--- config.mk ---
export PLATFORM = sky130hd
export DESIGN_NAME = host_io_top
export DESIGN_NICKNAME = d
export VERILOG_FILES = /design/src/rtl/host_io_pkg.sv /design/src/rtl/host_cmd_decoder.sv /design/src/rtl/io_reg_slot.sv /design/src/rtl/kbd_mouse_events.sv /design/src/rtl/video_timing_meter.sv /design/src/rtl/host_readback.sv /design/src/rtl/host_io_top.sv
export SDC_FILE = /design/constraint.sdc
export NUM_CORES = 1
export LEC_CHECK = 0
export BUFFER_PORTS_ARGS = -buffer_cell sky130_fd_sc_hd__buf_2
export CAP_MARGIN = 20
export CORE_MARGIN = 4
export CORE_UTILIZATION = 40
export CTS_CLUSTER_DIAMETER = 50
export DETAILED_ROUTE_END_ITERATION = 10
export GPL_TIMING_DRIVEN = 0
export HOLD_SLACK_MARGIN = 0.02
export PLACE_DENSITY_LB_ADDON = 0.05
export REMOVE_ABC_BUFFERS = 1
export SLEW_MARGIN = 20
export SYNTH_ARGS = -nofsm -noshare
export SYNTH_HDL_FRONTEND = slang
export SYNTH_SLANG_ARGS = --single-unit
export TNS_END_PERCENT = 100
--- constraint.sdc ---
create_clock -name clk_100 -period 6.1 [get_ports clk_100]
set_clock_uncertainty 0.2 [all_clocks]
set_input_delay 1.22 -clock clk_100 [delete_from_list [all_inputs] [get_ports clk_100]]
set_output_delay 1.22 -clock clk_100 [all_outputs]
set_load 0.05 [all_outputs]
--- src/rtl/host_io_pkg.sv ---
// host i/o shared types
package host_io_pkg;

	// command codes sent in the first word of a transfer
	typedef enum logic [7:0] {
		BUTTONS  = 8'h01,
		JOY0     = 8'h02,
		JOY1     = 8'h03,
		MOUSE    = 8'h04,
		KEYBOARD = 8'h05,
		OSD_KEY  = 8'h06,
		JOY2     = 8'h10,
		JOY3     = 8'h11,
		CONF_STR = 8'h14,
		RTC      = 8'h22,
		VID_INFO = 8'h23,
		BLANKING = 8'h2D
	} host_cmd_t;

	// command of each joystick slot, by index
	localparam host_cmd_t JOY_CMD [4] = '{JOY0, JOY1, JOY2, JOY3};

	// one decoded word, idx 0 is the command word
	typedef struct packed {
		logic       valid;
		host_cmd_t  cmd;
		logic [5:0] idx;
		logic [15:0] data;
	} host_word_t;

	typedef struct packed {
		logic      valid;
		host_cmd_t cmd;
	} xfer_end_t;

	// keyboard and mouse event types
	localparam logic [1:0] KM_MOUSE_X = 2'd0;
	localparam logic [1:0] KM_MOUSE_Y = 2'd1;
	localparam logic [1:0] KM_KEY     = 2'd2;
	localparam logic [1:0] KM_MENU    = 2'd3;

	typedef struct packed {
		logic [1:0] typ;
		logic [7:0] data;
	} km_event_t;

	// blanking borders, low 12 bits significant
	typedef struct packed {
		logic [15:0] hbl_l;
		logic [15:0] hbl_r;
		logic [15:0] vbl_t;
		logic [15:0] vbl_b;
	} blank_t;

	typedef struct packed {
		logic [7:0]  nres;
		logic [15:0] hact;
		logic [15:0] vact;
		logic [31:0] htime;
		logic [31:0] vtime;
	} vid_info_t;

endpackage

--- src/rtl/host_cmd_decoder.sv ---
// host port command decoder
module host_cmd_decoder
	import host_io_pkg::*;
#(
	parameter int WAIT_CYCLES = 8
) (
	input  logic        clk_100,
	input  logic        rst_n,
	input  logic        uio_ena,
	input  logic        io_strobe,
	input  logic [15:0] io_din,
	output host_word_t  word,
	output xfer_end_t   xfer_end,
	output logic        io_wait
);

	localparam int TW = $clog2(WAIT_CYCLES + 1);

	logic          uio_ena_q;
	host_cmd_t     cmd_q;
	logic [5:0]    cnt_q;
	logic [TW-1:0] wait_cnt_q;

	////////////////////////////////////////////////////////////////////////////
	// word labelling, io_wait countdown, end of transfer
	////////////////////////////////////////////////////////////////////////////

	always_ff @(posedge clk_100 or negedge rst_n) begin
		if (!rst_n) begin
			uio_ena_q  <= 1'b0;
			cmd_q      <= host_cmd_t'(8'h00);
			cnt_q      <= '0;
			wait_cnt_q <= '0;
			io_wait    <= 1'b0;
			word       <= '0;
			xfer_end   <= '0;
		end else begin
			uio_ena_q      <= uio_ena;
			word.valid     <= 1'b0;
			xfer_end.valid <= 1'b0;

			if (!uio_ena) begin
				// idle between transfers
				cnt_q      <= '0;
				wait_cnt_q <= '0;
				io_wait    <= 1'b0;
				cmd_q      <= host_cmd_t'(8'h00);
				if (uio_ena_q) begin
					xfer_end.valid <= 1'b1;
					xfer_end.cmd   <= cmd_q;
				end
			end else if (io_strobe) begin
				word.valid <= 1'b1;
				word.idx   <= cnt_q;
				word.data  <= io_din;
				if (cnt_q == 6'd0) begin
					// first word carries the command
					word.cmd <= host_cmd_t'(io_din[7:0]);
					cmd_q    <= host_cmd_t'(io_din[7:0]);
				end else begin
					word.cmd <= cmd_q;
				end
				// index saturates at 63
				if (cnt_q != 6'h3f)
					cnt_q <= cnt_q + 6'd1;
				io_wait    <= 1'b1;
				wait_cnt_q <= TW'(WAIT_CYCLES - 1);
			end else if (wait_cnt_q != '0) begin
				wait_cnt_q <= wait_cnt_q - 1'b1;
			end else begin
				io_wait <= 1'b0;
			end
		end
	end

endmodule

--- src/rtl/io_reg_slot.sv ---
// command payload register
module io_reg_slot
	import host_io_pkg::*;
#(
	parameter type       T   = logic [15:0],
	parameter host_cmd_t CMD = BUTTONS
) (
	input  logic       clk_100,
	input  logic       rst_n,
	input  host_word_t word,
	input  xfer_end_t  xfer_end,
	output T           value,
	output logic       update
);

	localparam int W  = $bits(T);
	localparam int NW = W / 16;

	logic [W-1:0] shadow_q;
	logic         word_hit;
	logic         commit;

	// payload words 1..NW of our own command
	assign word_hit = word.valid && (word.cmd == CMD) && (word.idx != 6'd0) &&
		(int'(word.idx) <= NW);
	assign commit = xfer_end.valid && (xfer_end.cmd == CMD);

	always_ff @(posedge clk_100 or negedge rst_n) begin
		if (!rst_n) begin
			shadow_q <= '0;
			value    <= '0;
			update   <= 1'b0;
		end else begin
			update <= 1'b0;

			// word n lands in slice n-1, lowest first
			if (word_hit)
				shadow_q[16*(int'(word.idx) - 1) +: 16] <= word.data;

			// output changes only once the transfer is over
			if (commit) begin
				value  <= T'(shadow_q);
				update <= 1'b1;
			end
		end
	end

endmodule

--- src/rtl/kbd_mouse_events.sv ---
// keyboard, mouse and menu events
module kbd_mouse_events
	import host_io_pkg::*;
(
	input  logic       clk_100,
	input  logic       rst_n,
	input  host_word_t word,
	output km_event_t  km_event,
	output logic       km_strobe,
	output logic       km_level,
	output logic [2:0] mouse_buttons
);

	logic      ev_hit;
	km_event_t ev_next;

	// pick event type from command and word index
	always_comb begin
		ev_hit       = 1'b0;
		ev_next.typ  = KM_MOUSE_X;
		ev_next.data = word.data[7:0];
		if (word.valid) begin
			case (word.cmd)
				MOUSE: begin
					if (word.idx == 6'd1) begin
						ev_hit      = 1'b1;
						ev_next.typ = KM_MOUSE_X;
					end
					if (word.idx == 6'd2) begin
						ev_hit      = 1'b1;
						ev_next.typ = KM_MOUSE_Y;
					end
				end
				KEYBOARD: begin
					ev_hit      = (word.idx == 6'd1);
					ev_next.typ = KM_KEY;
				end
				OSD_KEY: begin
					ev_hit      = (word.idx == 6'd1);
					ev_next.typ = KM_MENU;
				end
				default: ;
			endcase
		end
	end

	always_ff @(posedge clk_100 or negedge rst_n) begin
		if (!rst_n) begin
			km_event      <= '0;
			km_strobe     <= 1'b0;
			km_level      <= 1'b0;
			mouse_buttons <= '0;
		end else begin
			km_strobe <= ev_hit;
			if (ev_hit) begin
				km_event <= ev_next;
				km_level <= ~km_level;
			end
			// third mouse word holds the button state
			if (word.valid && word.cmd == MOUSE && word.idx == 6'd3)
				mouse_buttons <= word.data[2:0];
		end
	end

endmodule

--- src/rtl/video_timing_meter.sv ---
// video timing meter
module video_timing_meter
	import host_io_pkg::*;
(
	input  logic      clk_100,
	input  logic      rst_n,
	input  logic      ce_pix,
	input  logic      de,
	input  logic      hs,
	input  logic      vs,
	input  logic      new_vmode,
	output vid_info_t vid_info
);

	logic        vs_pix_q;
	logic        de_pix_q;
	logic        calc_h_q;
	logic        vmode_q;
	logic [15:0] hcnt_q;
	logic [15:0] vcnt_q;
	logic [3:0]  settle_q;
	logic        size_changed;

	logic        hs_clk_q;
	logic        vs_clk_q;
	logic [31:0] hcyc_q;
	logic [31:0] vcyc_q;
	logic [31:0] htime_q;
	logic [31:0] vtime_q;

	assign size_changed = (hcnt_q != vid_info.hact) || (vcnt_q != vid_info.vact) ||
		(vmode_q != new_vmode);

	////////////////////////////////////////////////////////////////////////////
	// active size, counted on pixel enable
	////////////////////////////////////////////////////////////////////////////

	always_ff @(posedge clk_100 or negedge rst_n) begin
		if (!rst_n) begin
			vs_pix_q <= 1'b0;
			de_pix_q <= 1'b0;
			calc_h_q <= 1'b0;
			vmode_q  <= 1'b0;
			hcnt_q   <= '0;
			vcnt_q   <= '0;
			settle_q <= '0;
			vid_info <= '0;
		end else if (ce_pix) begin
			vs_pix_q <= vs;
			de_pix_q <= de;

			// lines counted on de rise, pixels only on the first active line
			if (!vs && !de_pix_q && de)
				vcnt_q <= vcnt_q + 16'd1;
			if (calc_h_q && de)
				hcnt_q <= hcnt_q + 16'd1;
			if (de_pix_q && !de)
				calc_h_q <= 1'b0;

			if (vs_pix_q && !vs) begin
				if (hcnt_q != 16'd0 && vcnt_q != 16'd0) begin
					vmode_q <= new_vmode;
					// settle counter restarts on any change and wraps after 15
					if (settle_q != 4'd0)
						settle_q <= settle_q + 4'd1;
					if (size_changed)
						settle_q <= 4'd1;
					if (&settle_q)
						vid_info.nres <= vid_info.nres + 8'd1;
					vid_info.hact  <= hcnt_q;
					vid_info.vact  <= vcnt_q;
					vid_info.htime <= htime_q;
					vid_info.vtime <= vtime_q;
				end
				hcnt_q   <= '0;
				vcnt_q   <= '0;
				calc_h_q <= 1'b1;
			end
		end
	end

	////////////////////////////////////////////////////////////////////////////
	// line and frame period in clk_100 cycles
	////////////////////////////////////////////////////////////////////////////

	always_ff @(posedge clk_100 or negedge rst_n) begin
		if (!rst_n) begin
			hs_clk_q <= 1'b0;
			vs_clk_q <= 1'b0;
			hcyc_q   <= '0;
			vcyc_q   <= '0;
			htime_q  <= '0;
			vtime_q  <= '0;
		end else begin
			hs_clk_q <= hs;
			vs_clk_q <= vs;
			hcyc_q   <= hcyc_q + 32'd1;
			vcyc_q   <= vcyc_q + 32'd1;
			// restart at 1 so the latched value is the full period
			if (hs && !hs_clk_q) begin
				htime_q <= hcyc_q;
				hcyc_q  <= 32'd1;
			end
			if (vs && !vs_clk_q) begin
				vtime_q <= vcyc_q;
				vcyc_q  <= 32'd1;
			end
		end
	end

endmodule

--- src/rtl/host_readback.sv ---
// host readback data
module host_readback
	import host_io_pkg::*;
#(
	parameter int                  STRLEN   = 5,
	parameter logic [8*STRLEN-1:0] CONF_STR = "CORE;"
) (
	input  logic        clk_100,
	input  logic        rst_n,
	input  host_word_t  word,
	input  vid_info_t   vid_info,
	output logic [15:0] io_dout
);

	logic [15:0] reply;

	// reply for the word just decoded
	always_comb begin
		reply = '0;
		if (word.cmd == host_io_pkg::CONF_STR) begin
			// leading character sits in the top byte of the string
			if (word.idx != 6'd0 && int'(word.idx) <= STRLEN)
				reply[7:0] = CONF_STR[8*(STRLEN - int'(word.idx)) +: 8];
		end else if (word.cmd == VID_INFO) begin
			case (word.idx)
				6'd1:    reply = {8'h00, vid_info.nres};
				6'd2:    reply = vid_info.hact;
				6'd3:    reply = vid_info.vact;
				6'd4:    reply = vid_info.htime[15:0];
				6'd5:    reply = vid_info.htime[31:16];
				6'd6:    reply = vid_info.vtime[15:0];
				6'd7:    reply = vid_info.vtime[31:16];
				default: reply = '0;
			endcase
		end
	end

	// held until the next word arrives
	always_ff @(posedge clk_100 or negedge rst_n) begin
		if (!rst_n)
			io_dout <= '0;
		else if (word.valid)
			io_dout <= reply;
	end

endmodule

--- src/rtl/host_io_top.sv ---
// host i/o block top level
module host_io_top
	import host_io_pkg::*;
#(
	parameter int                  NUM_JOY     = 4,
	parameter int                  WAIT_CYCLES = 8,
	parameter int                  STRLEN      = 5,
	parameter logic [8*STRLEN-1:0] CONF_STR    = "CORE;"
) (
	input  logic                    clk_100,
	input  logic                    rst_n,
	input  logic                    uio_ena,
	input  logic                    io_strobe,
	input  logic [15:0]             io_din,
	output logic [15:0]             io_dout,
	output logic                    io_wait,
	input  logic                    ce_pix,
	input  logic                    de,
	input  logic                    hs,
	input  logic                    vs,
	input  logic                    new_vmode,
	output logic [NUM_JOY-1:0][15:0] joy,
	output logic [1:0]              buttons,
	output km_event_t               km_event,
	output logic                    km_strobe,
	output logic                    km_level,
	output logic [2:0]              mouse_buttons,
	output blank_t                  blank,
	output logic                    sset,
	output logic [63:0]             rtc,
	output logic                    rtc_set
);

	host_word_t  word;
	xfer_end_t   xfer_end;
	vid_info_t   vid_info;
	logic [15:0] buttons_word;

	host_cmd_decoder #(.WAIT_CYCLES(WAIT_CYCLES)) decoder_inst (
		.clk_100(clk_100), .rst_n(rst_n), .uio_ena(uio_ena), .io_strobe(io_strobe),
		.io_din(io_din), .word(word), .xfer_end(xfer_end), .io_wait(io_wait)
	);

	////////////////////////////////////////////////////////////////////////////
	// register slots
	////////////////////////////////////////////////////////////////////////////

	for (genvar g = 0; g < NUM_JOY; g++) begin : g_joy
		io_reg_slot #(.T(logic [15:0]), .CMD(JOY_CMD[g])) joy_slot_inst (
			.clk_100(clk_100), .rst_n(rst_n), .word(word), .xfer_end(xfer_end),
			.value(joy[g]), .update()
		);
	end

	io_reg_slot #(.T(logic [15:0]), .CMD(BUTTONS)) buttons_slot_inst (
		.clk_100(clk_100), .rst_n(rst_n), .word(word), .xfer_end(xfer_end),
		.value(buttons_word), .update()
	);

	// only the two low bits are wired to the core
	assign buttons = buttons_word[1:0];

	io_reg_slot #(.T(blank_t), .CMD(BLANKING)) blank_slot_inst (
		.clk_100(clk_100), .rst_n(rst_n), .word(word), .xfer_end(xfer_end),
		.value(blank), .update(sset)
	);

	io_reg_slot #(.T(logic [63:0]), .CMD(RTC)) rtc_slot_inst (
		.clk_100(clk_100), .rst_n(rst_n), .word(word), .xfer_end(xfer_end),
		.value(rtc), .update(rtc_set)
	);

	////////////////////////////////////////////////////////////////////////////
	// events, video meter and readback
	////////////////////////////////////////////////////////////////////////////

	kbd_mouse_events km_inst (
		.clk_100(clk_100), .rst_n(rst_n), .word(word), .km_event(km_event),
		.km_strobe(km_strobe), .km_level(km_level), .mouse_buttons(mouse_buttons)
	);

	video_timing_meter meter_inst (
		.clk_100(clk_100), .rst_n(rst_n), .ce_pix(ce_pix), .de(de), .hs(hs), .vs(vs),
		.new_vmode(new_vmode), .vid_info(vid_info)
	);

	host_readback #(.STRLEN(STRLEN), .CONF_STR(CONF_STR)) readback_inst (
		.clk_100(clk_100), .rst_n(rst_n), .word(word), .vid_info(vid_info),
		.io_dout(io_dout)
	);

endmodule

Word-level counts from Yosys, hierarchy flattened:

Cells that the tools add are included.

* output and inout bits: 228
* register bits after elaboration: 769
* logic and storage cells: 222

* mux-type cells: 47
* add/sub/neg operators: 11
* shifts and indexed selects: 5
* magnitude comparators: 3
* eq/ne operators: 34
* reduce and logical (&&, ||, !) cells: 66
* bitwise operators: 2

Operator list (number)
* bitwise mux 64 bit: 2
* case mux 16 bit (7 select lines): 1
* bitwise mux 16 bit: 5
* two-way mux 16 bit: 5
* adder 32 x 1 -> 32 bit (second input constant): 2
* two-way mux 32 bit: 2
* variable shift 16 x 33 -> 64 bit (first input constant): 1
* variable part select 16 x 33 -> 64 bit: 1
* two-way mux 31 bit: 2
* two-way mux 8 bit: 6
* equality test 8 x 5 -> 1 bit (second input constant): 5
* equality test 8 x 6 -> 1 bit (second input constant): 5
* variable part select 40 x 32 -> 8 bit (first input constant): 1
* logical AND 1 bit: 39
* negation 32 -> 33 bit: 1
* variable shift 16 x 33 -> 16 bit (first input constant): 1
* variable part select 16 x 33 -> 16 bit: 1
* adder 16 x 1 -> 16 bit (second input constant): 2
* equality test 8 x 2 -> 1 bit (second input constant): 4
* != test 16 bit: 2
* nonzero test 16 bit: 2
* equality test 6 x 3 -> 1 bit (second input constant): 4
* equality test 8 x 3 -> 1 bit (second input constant): 3
* two-way mux 4 bit: 5
* other kinds (34): 66

Logic depth before layout (Yosys ltp):

* word-level depth: 5
* mapped depth: 16
* depth with buffers taken out: 14

By module:

From an unflattened synthesis, not the netlist that was laid out.

* cells, all modules: 3238
* area total of the unflattened synthesis: 36470.0 sq um

Modules (own cells, without submodules)
* video_timing_meter: cells each 1128, times used 1, area an instance 11982.7 sq um
* io_reg_slot at rtc_slot_inst: cells each 505, times used 1, area an instance 5602.9 sq um
* io_reg_slot at blank_slot_inst: cells each 354, times used 1, area an instance 5495.3 sq um
* io_reg_slot at buttons_slot_inst ...: cells each 155, times used 2, area an instance 1667.8 sq um
* host_cmd_decoder: cells each 253, times used 1, area an instance 2537.4 sq um
* io_reg_slot at g_joy[2].joy_slot_inst: cells each 171, times used 1, area an instance 1780.5 sq um
* io_reg_slot at g_joy[3].joy_slot_inst: cells each 158, times used 1, area an instance 1700.4 sq um
* host_readback: cells each 197, times used 1, area an instance 1656.6 sq um
* io_reg_slot at g_joy[1].joy_slot_inst: cells each 118, times used 1, area an instance 1655.3 sq um
* kbd_mouse_events: cells each 44, times used 1, area an instance 723.2 sq um

Least setup slack after synthesis:

Ideal clock, no wire load.

* path kind: flip-flop to flip-flop
* from: reg decoder_inst.word[16] (netlist name)
* to: reg rtc_slot_inst.shadow_q[22]
* arrival time: 4.294 ns
* cell stages (with the launch flop): 16
* slack: 1.476 ns
* path buffers: 2
* period minus slack after synthesis: 4.624 ns
* library setup time: 0.131 ns
* cells stage by stage: dfrtp_1 clkbuf_1 inv_1 ha_1 nor3b_1 xnor2_1 nand2_1 or3_1 ha_1 or4_1 or4_4 a311oi_4 o2111ai_2 buf_2 nand2_1 o21ai_0

* word-level cells in the longest chain between the ends: 4
* elaborated cells on any way between the ends: 9

Ends and longest elaborated chain
* subtractor 6 x 1 -> 7 bit: line io_reg_slot.sv:38 `shadow_q[16*(int'(word.idx) - 1) +: 16] <= word.data;`
* negation 32 -> 33 bit: line io_reg_slot.sv:38
* variable part select 16 x 33 -> 64 bit / variable shift 16 x 33 -> 64 bit (equally long branches): line io_reg_slot.sv:38
* bitwise mux 64 bit: line io_reg_slot.sv:38
* to (signal, indexed assignment): line io_reg_slot.sv:38
* to (decl): line io_reg_slot.sv:19 `logic [W-1:0] shadow_q;`

Parallel ways exist; a longest one is shown, timed or not.
A chain may end at the register's enable or synchronous reset.

Final worst setup path:

* from: reg decoder_inst.word[16] (netlist name)
* to: reg blank_slot_inst.shadow_q[48]

* word-level cells in the longest chain between the ends: 4
* elaborated cells on any way between the ends: 9

Ends and longest elaborated chain (line)
* subtractor 6 x 1 -> 7 bit: io_reg_slot.sv:38
* negation 32 -> 33 bit: io_reg_slot.sv:38
* variable part select 16 x 33 -> 64 bit / variable shift 16 x 33 -> 64 bit (equally long branches): io_reg_slot.sv:38
* bitwise mux 64 bit: io_reg_slot.sv:38
* to (signal, indexed assignment): io_reg_slot.sv:38
* to (decl): io_reg_slot.sv:19

Parallel ways exist; a longest one is shown, timed or not.

==> results.py <==
metrics = {
    "power": {
        "p_per_area_nw_per_um2": 325,
        "pwr-share-comb": 0.072,
        "p_leak_nw": 18.7,
        "p_seq_frac": 0.443,
        "ir_worst_vdd_v": 0.000219,
        "internal_power_mw": 9.08,
        "power_switching_mw": 3.13,
        "switching_share": 0.257,
        "pwr-share-clk": 0.485,
    },
    "drt": {
        "first_pass_iters": 6,
        "vias_per_cell": 5.18,
        "drc_errors": 0,
        "drtIter0Drc": 1278,
        "num_vias": 20700,
        "drtAntennaViolNets": 0,
        "wire_per_inst_um": 20.6,
        "routed_wl_um": 82300,
    },
    "clock_network": {
        "clockBufferDepth": 3,
        "cts.clk_slew.worst_paths_ns": 0.06,
        "ctsRootBufferMaster": "clkbuf_16",
        "cts_buffers": 100,
        "cts_num_sinks": 755,
        "cts_tree": "built",
        "postCtsSetupBuffers": 0,
        "hold_buffers": 0,
        "worstSkewPairLatency_ns": 0.66,
        "htree_levels": 3,
    },
    "hold_path": {
        "whs_path_depth": 1,
        "worstHoldStart": "km_inst.km_level",
        "hold_path_end": "km_inst.km_level",
        "hold_class": "reg2reg",
    },
    "cells_and_area": {
        "nFillCells": 7104,
        "layout.nets": 2918,
        "synthToLayoutAreaGrowth_pct": 20.4,
        "mostFrequentLayoutCells": "dfrtp_1 (754), nand2_1 (454), mux2_2 (394)",
        "final_common_cell": "dfrtp_1",
        "drive_gt1_frac": 0.302,
        "stdcell_area_um2": 37600,
    },
    "critical_path": {
        "worstSetupStartpointType": "register",
        "cp_cell_sequence": "inv_1 > ha_4 > nor3b_1 > xnor2_1 > nand2_1 > or3_1 > ha_1 > or4_1 > or4_4 > a311oi_4 > o2111ai_4 > nand2_1 > o21ai_0",
        "slowest_stage": "dfrtp_4",
        "r2r_slack_ns": 0.50,
        "worstReg2RegStart": "decoder_inst.word[16]",
        "reg2reg_depth": 13,
        "endpoint_kind": "register",
        "critPathRequiredTime_ns": 6.39,
        "crit_fanout": 30,
        "critPathKind": "reg2reg",
        "slowest_delay_ns": 0.65,
        "cp_common_cell": "nand2_1",
        "timing.rr.end": "blank_slot_inst.shadow_q[48]",
        "cp_data_arrival_time_ns": 5.89,
    },
    "synth": {
        "ys_seq_area_frac": 0.604,
        "synth_flop_cell": "dfrtp_1",
        "synth_area_um2": 31300,
        "yosysTopAreaCell": "dfrtp_1",
        "syn_inst": 2618,
        "synth_edf_count": 0,
        "syn_avg_cell_area_um2": 11.9,
        "yosys_warnings": 0,
        "synth.area.top_cells": "dfrtp_1 (60%), mux2_2 (14%), nand2_1 (5.5%)",
        "synth-seq-cells": 755,
        "synth_async_sr_flop_share": 1.00,
        "netlist.area_leader.share": 0.604,
        "yosysUniqueCellTypes": 62,
    },
    "grt": {
        "grt_max_degree": 100,
        "grt_pass1_wl_um": 129000,
        "grt_use_total": 0.200,
        "antenna_found_initial": 0,
        "gr-total-overflow": 0,
        "first_global_vias": 21400,
    },
    "floorplan": {
        "core_area_um2": 77500,
        "die_area_um2": 82700,
        "start_util": 0.403,
        "die_w_um": 288,
        "io-pin-count": 253,
        "num_rows": 102,
        "die_h_um": 288,
    },
    "run_status": {
        "status": "finished clean",
    },
    "job": {
        "drv_cap": 0,
    },
    "timing": {
        "rsz0062_at_grt": "false",
        "setup_slack_ns": 0.496,
        "drv_slew": 0,
        "fmax_mhz": 178,
        "layout_min_cycle_time_ns": 5.60,
        "period_share": 0.919,
        "final_hold_viol_count": 0,
        "setup_viol": 0,
        "worstMarginPinSlew_ns": 1.06,
        "maxSlewHeadroom": 0.283,
    },
    "placement": {
        "io_buffer_count": 252,
        "place_area_um2": 34000,
        "dp_hpwl_um": 57100,
        "globalplace.congestion": 0.816,
        "place_ws_ns": -1.15,
    },
}
repair_timing:
| action | 4_1_cts | 5_1_grt |
|---|---|---|
| resized for setup | 5 | 11 |
| pin swaps | 0 | 0 |
| setup endpoints to repair | 194 | 81 |
| gates cloned | 0 | 0 |
area by class of cell:
type | count | area (µm²) | area share
tap | 1040 | 1300 | 0.0346
clock buffer | 130 | 2810 | 0.0746
multi-input combinational | 1702 | 12000 | 0.319
timing repair buffer | 277 | 1840 | 0.0489
sequential | 755 | 18900 | 0.502
clock inverter | 57 | 674 | 0.0179
antenna | 3 | 7.51 | 0.000199
inverter | 30 | 113 | 0.00299
cells by family (layout without fill, tap and decap cells):
family	Yosys count	in the layout	share of synthesized area
DFF	755	755	0.604
other	0	3	0
adders and majority gates	27	27	0.0108
and+or+nand+nor	843	843	0.123
buffers and inverters	161	494	0.0197
xor gates and xnor gates	131	131	0.0371
AOI/OAI and AO/OA	298	298	0.0600
muxes	403	403	0.145
through the flow:
stage / cells / total power, mW / utilization / setup TNS (ns) / hold slack (ns)
after floorplan: 2487 / 5.92 / - / -0.245 / 0.242
after global placement: 3779 / 6.30 / 0.430 / -9663.28 / 0.256
after detailed placement: 3804 / 6.37 / 0.439 / -162.42 / 0.260
after CTS: 3991 / 12.4 / 0.485 / -1.11 / 0.276
after global routing: 3991 / 12.7 / 0.486 / 0 / 0.283
final: 3994 / 12.2 / 0.486 / 0 / 0.272
synthesized netlist by cell type (all sizes together) (2+ instances only):
library cell and instances:
dfrtp 755, nand2 455, mux2 394, o21ai 176, clkbuf 120, nor2 110
xnor2 71, nand3 69, xor2 59, and3 39, nand4 35, inv 30
a21oi 29, ha 27, a222oi 23, nor3 22, or3 21, nor4 20
a22oi 15, and2 14, buf 11, nand2b 10, nor2b 10, a21boi 9
mux2i 9, a21o 8, a221oi 8, nor4b 8, and4 7, o2111ai 7
o21a 6, nor3b 5, or2 4, or4 4, a22o 3, nand3b 3
nand4b 2, o211ai 2, o21bai 2
worst max-delay path: cells and delay by family, from the launching register on:
family                   cells  cell delay [ns]
flip-flops                   1             0.65
AND/OR/NAND/NOR              6             2.08
buffers and inverters        1             0.29
XOR/XNOR                     1             0.46
adder cells (fa/ha/maj)      2             0.57
AO/OA/AOI/OAI                3             1.17
power by group through the flow:
| stage | registers [mW] | clock network [mW] | logic (mW) |
|---|---|---|---|
| 4_1_cts | 5.41 | 6.08 | 0.877 |
| 5_1_grt | 5.43 | 6.32 | 0.978 |
| 3_5_place_dp | 5.50 | 0 | 0.871 |
| 6_report | 5.41 | 5.93 | 0.877 |
| 3_3_place_gp | 5.50 | 0 | 0.803 |
| 2_1_floorplan | 5.44 | 0 | 0.473 |
state kept, by name, indices dropped and copies added (netlist names), 64 cells and up:
name	flops
g_joy.joy_slot_inst.value	64
g_joy.joy_slot_inst.shadow_q	64
blank_slot_inst.value	64
rtc_slot_inst.shadow_q	64
meter_inst.vid_info	104
blank_slot_inst.shadow_q	64
rtc_slot_inst.value	64
routing by layer:
| layer | vias to the layer above | track usage | routed length [µm] |
|---|---|---|---|
| met5 | - | 0 | 0 |
| met4 | 0 | 0.0626 | 2170 |
| met3 | 99 | 0.0363 | 3940 |
| met2 | 408 | 0.336 | 40200 |
| met1 | 10600 | 0.265 | 36000 |
| li1 | 9620 | - | - |
worst max path at each step:
stage | to | cells past startpoint | slack, ns | from
floorplan | meter_inst.settle_q[3] | 5 | -0.1 | vs
global placement | g_joy[0].joy_slot_inst.value[14] | 1 | -12.28 | rst_n
detailed placement | g_joy[0].joy_slot_inst.shadow_q[5] | 12 | -1.15 | decoder_inst.word[16]
CTS | blank_slot_inst.shadow_q[25] | 11 | -0.08 | decoder_inst.word[16]
global route | blank_slot_inst.shadow_q[55] | 13 | 0.13 | decoder_inst.word[16]
finish | blank_slot_inst.shadow_q[48] | 13 | 0.50 | decoder_inst.word[16]
(Power assumes the default switching activity.)
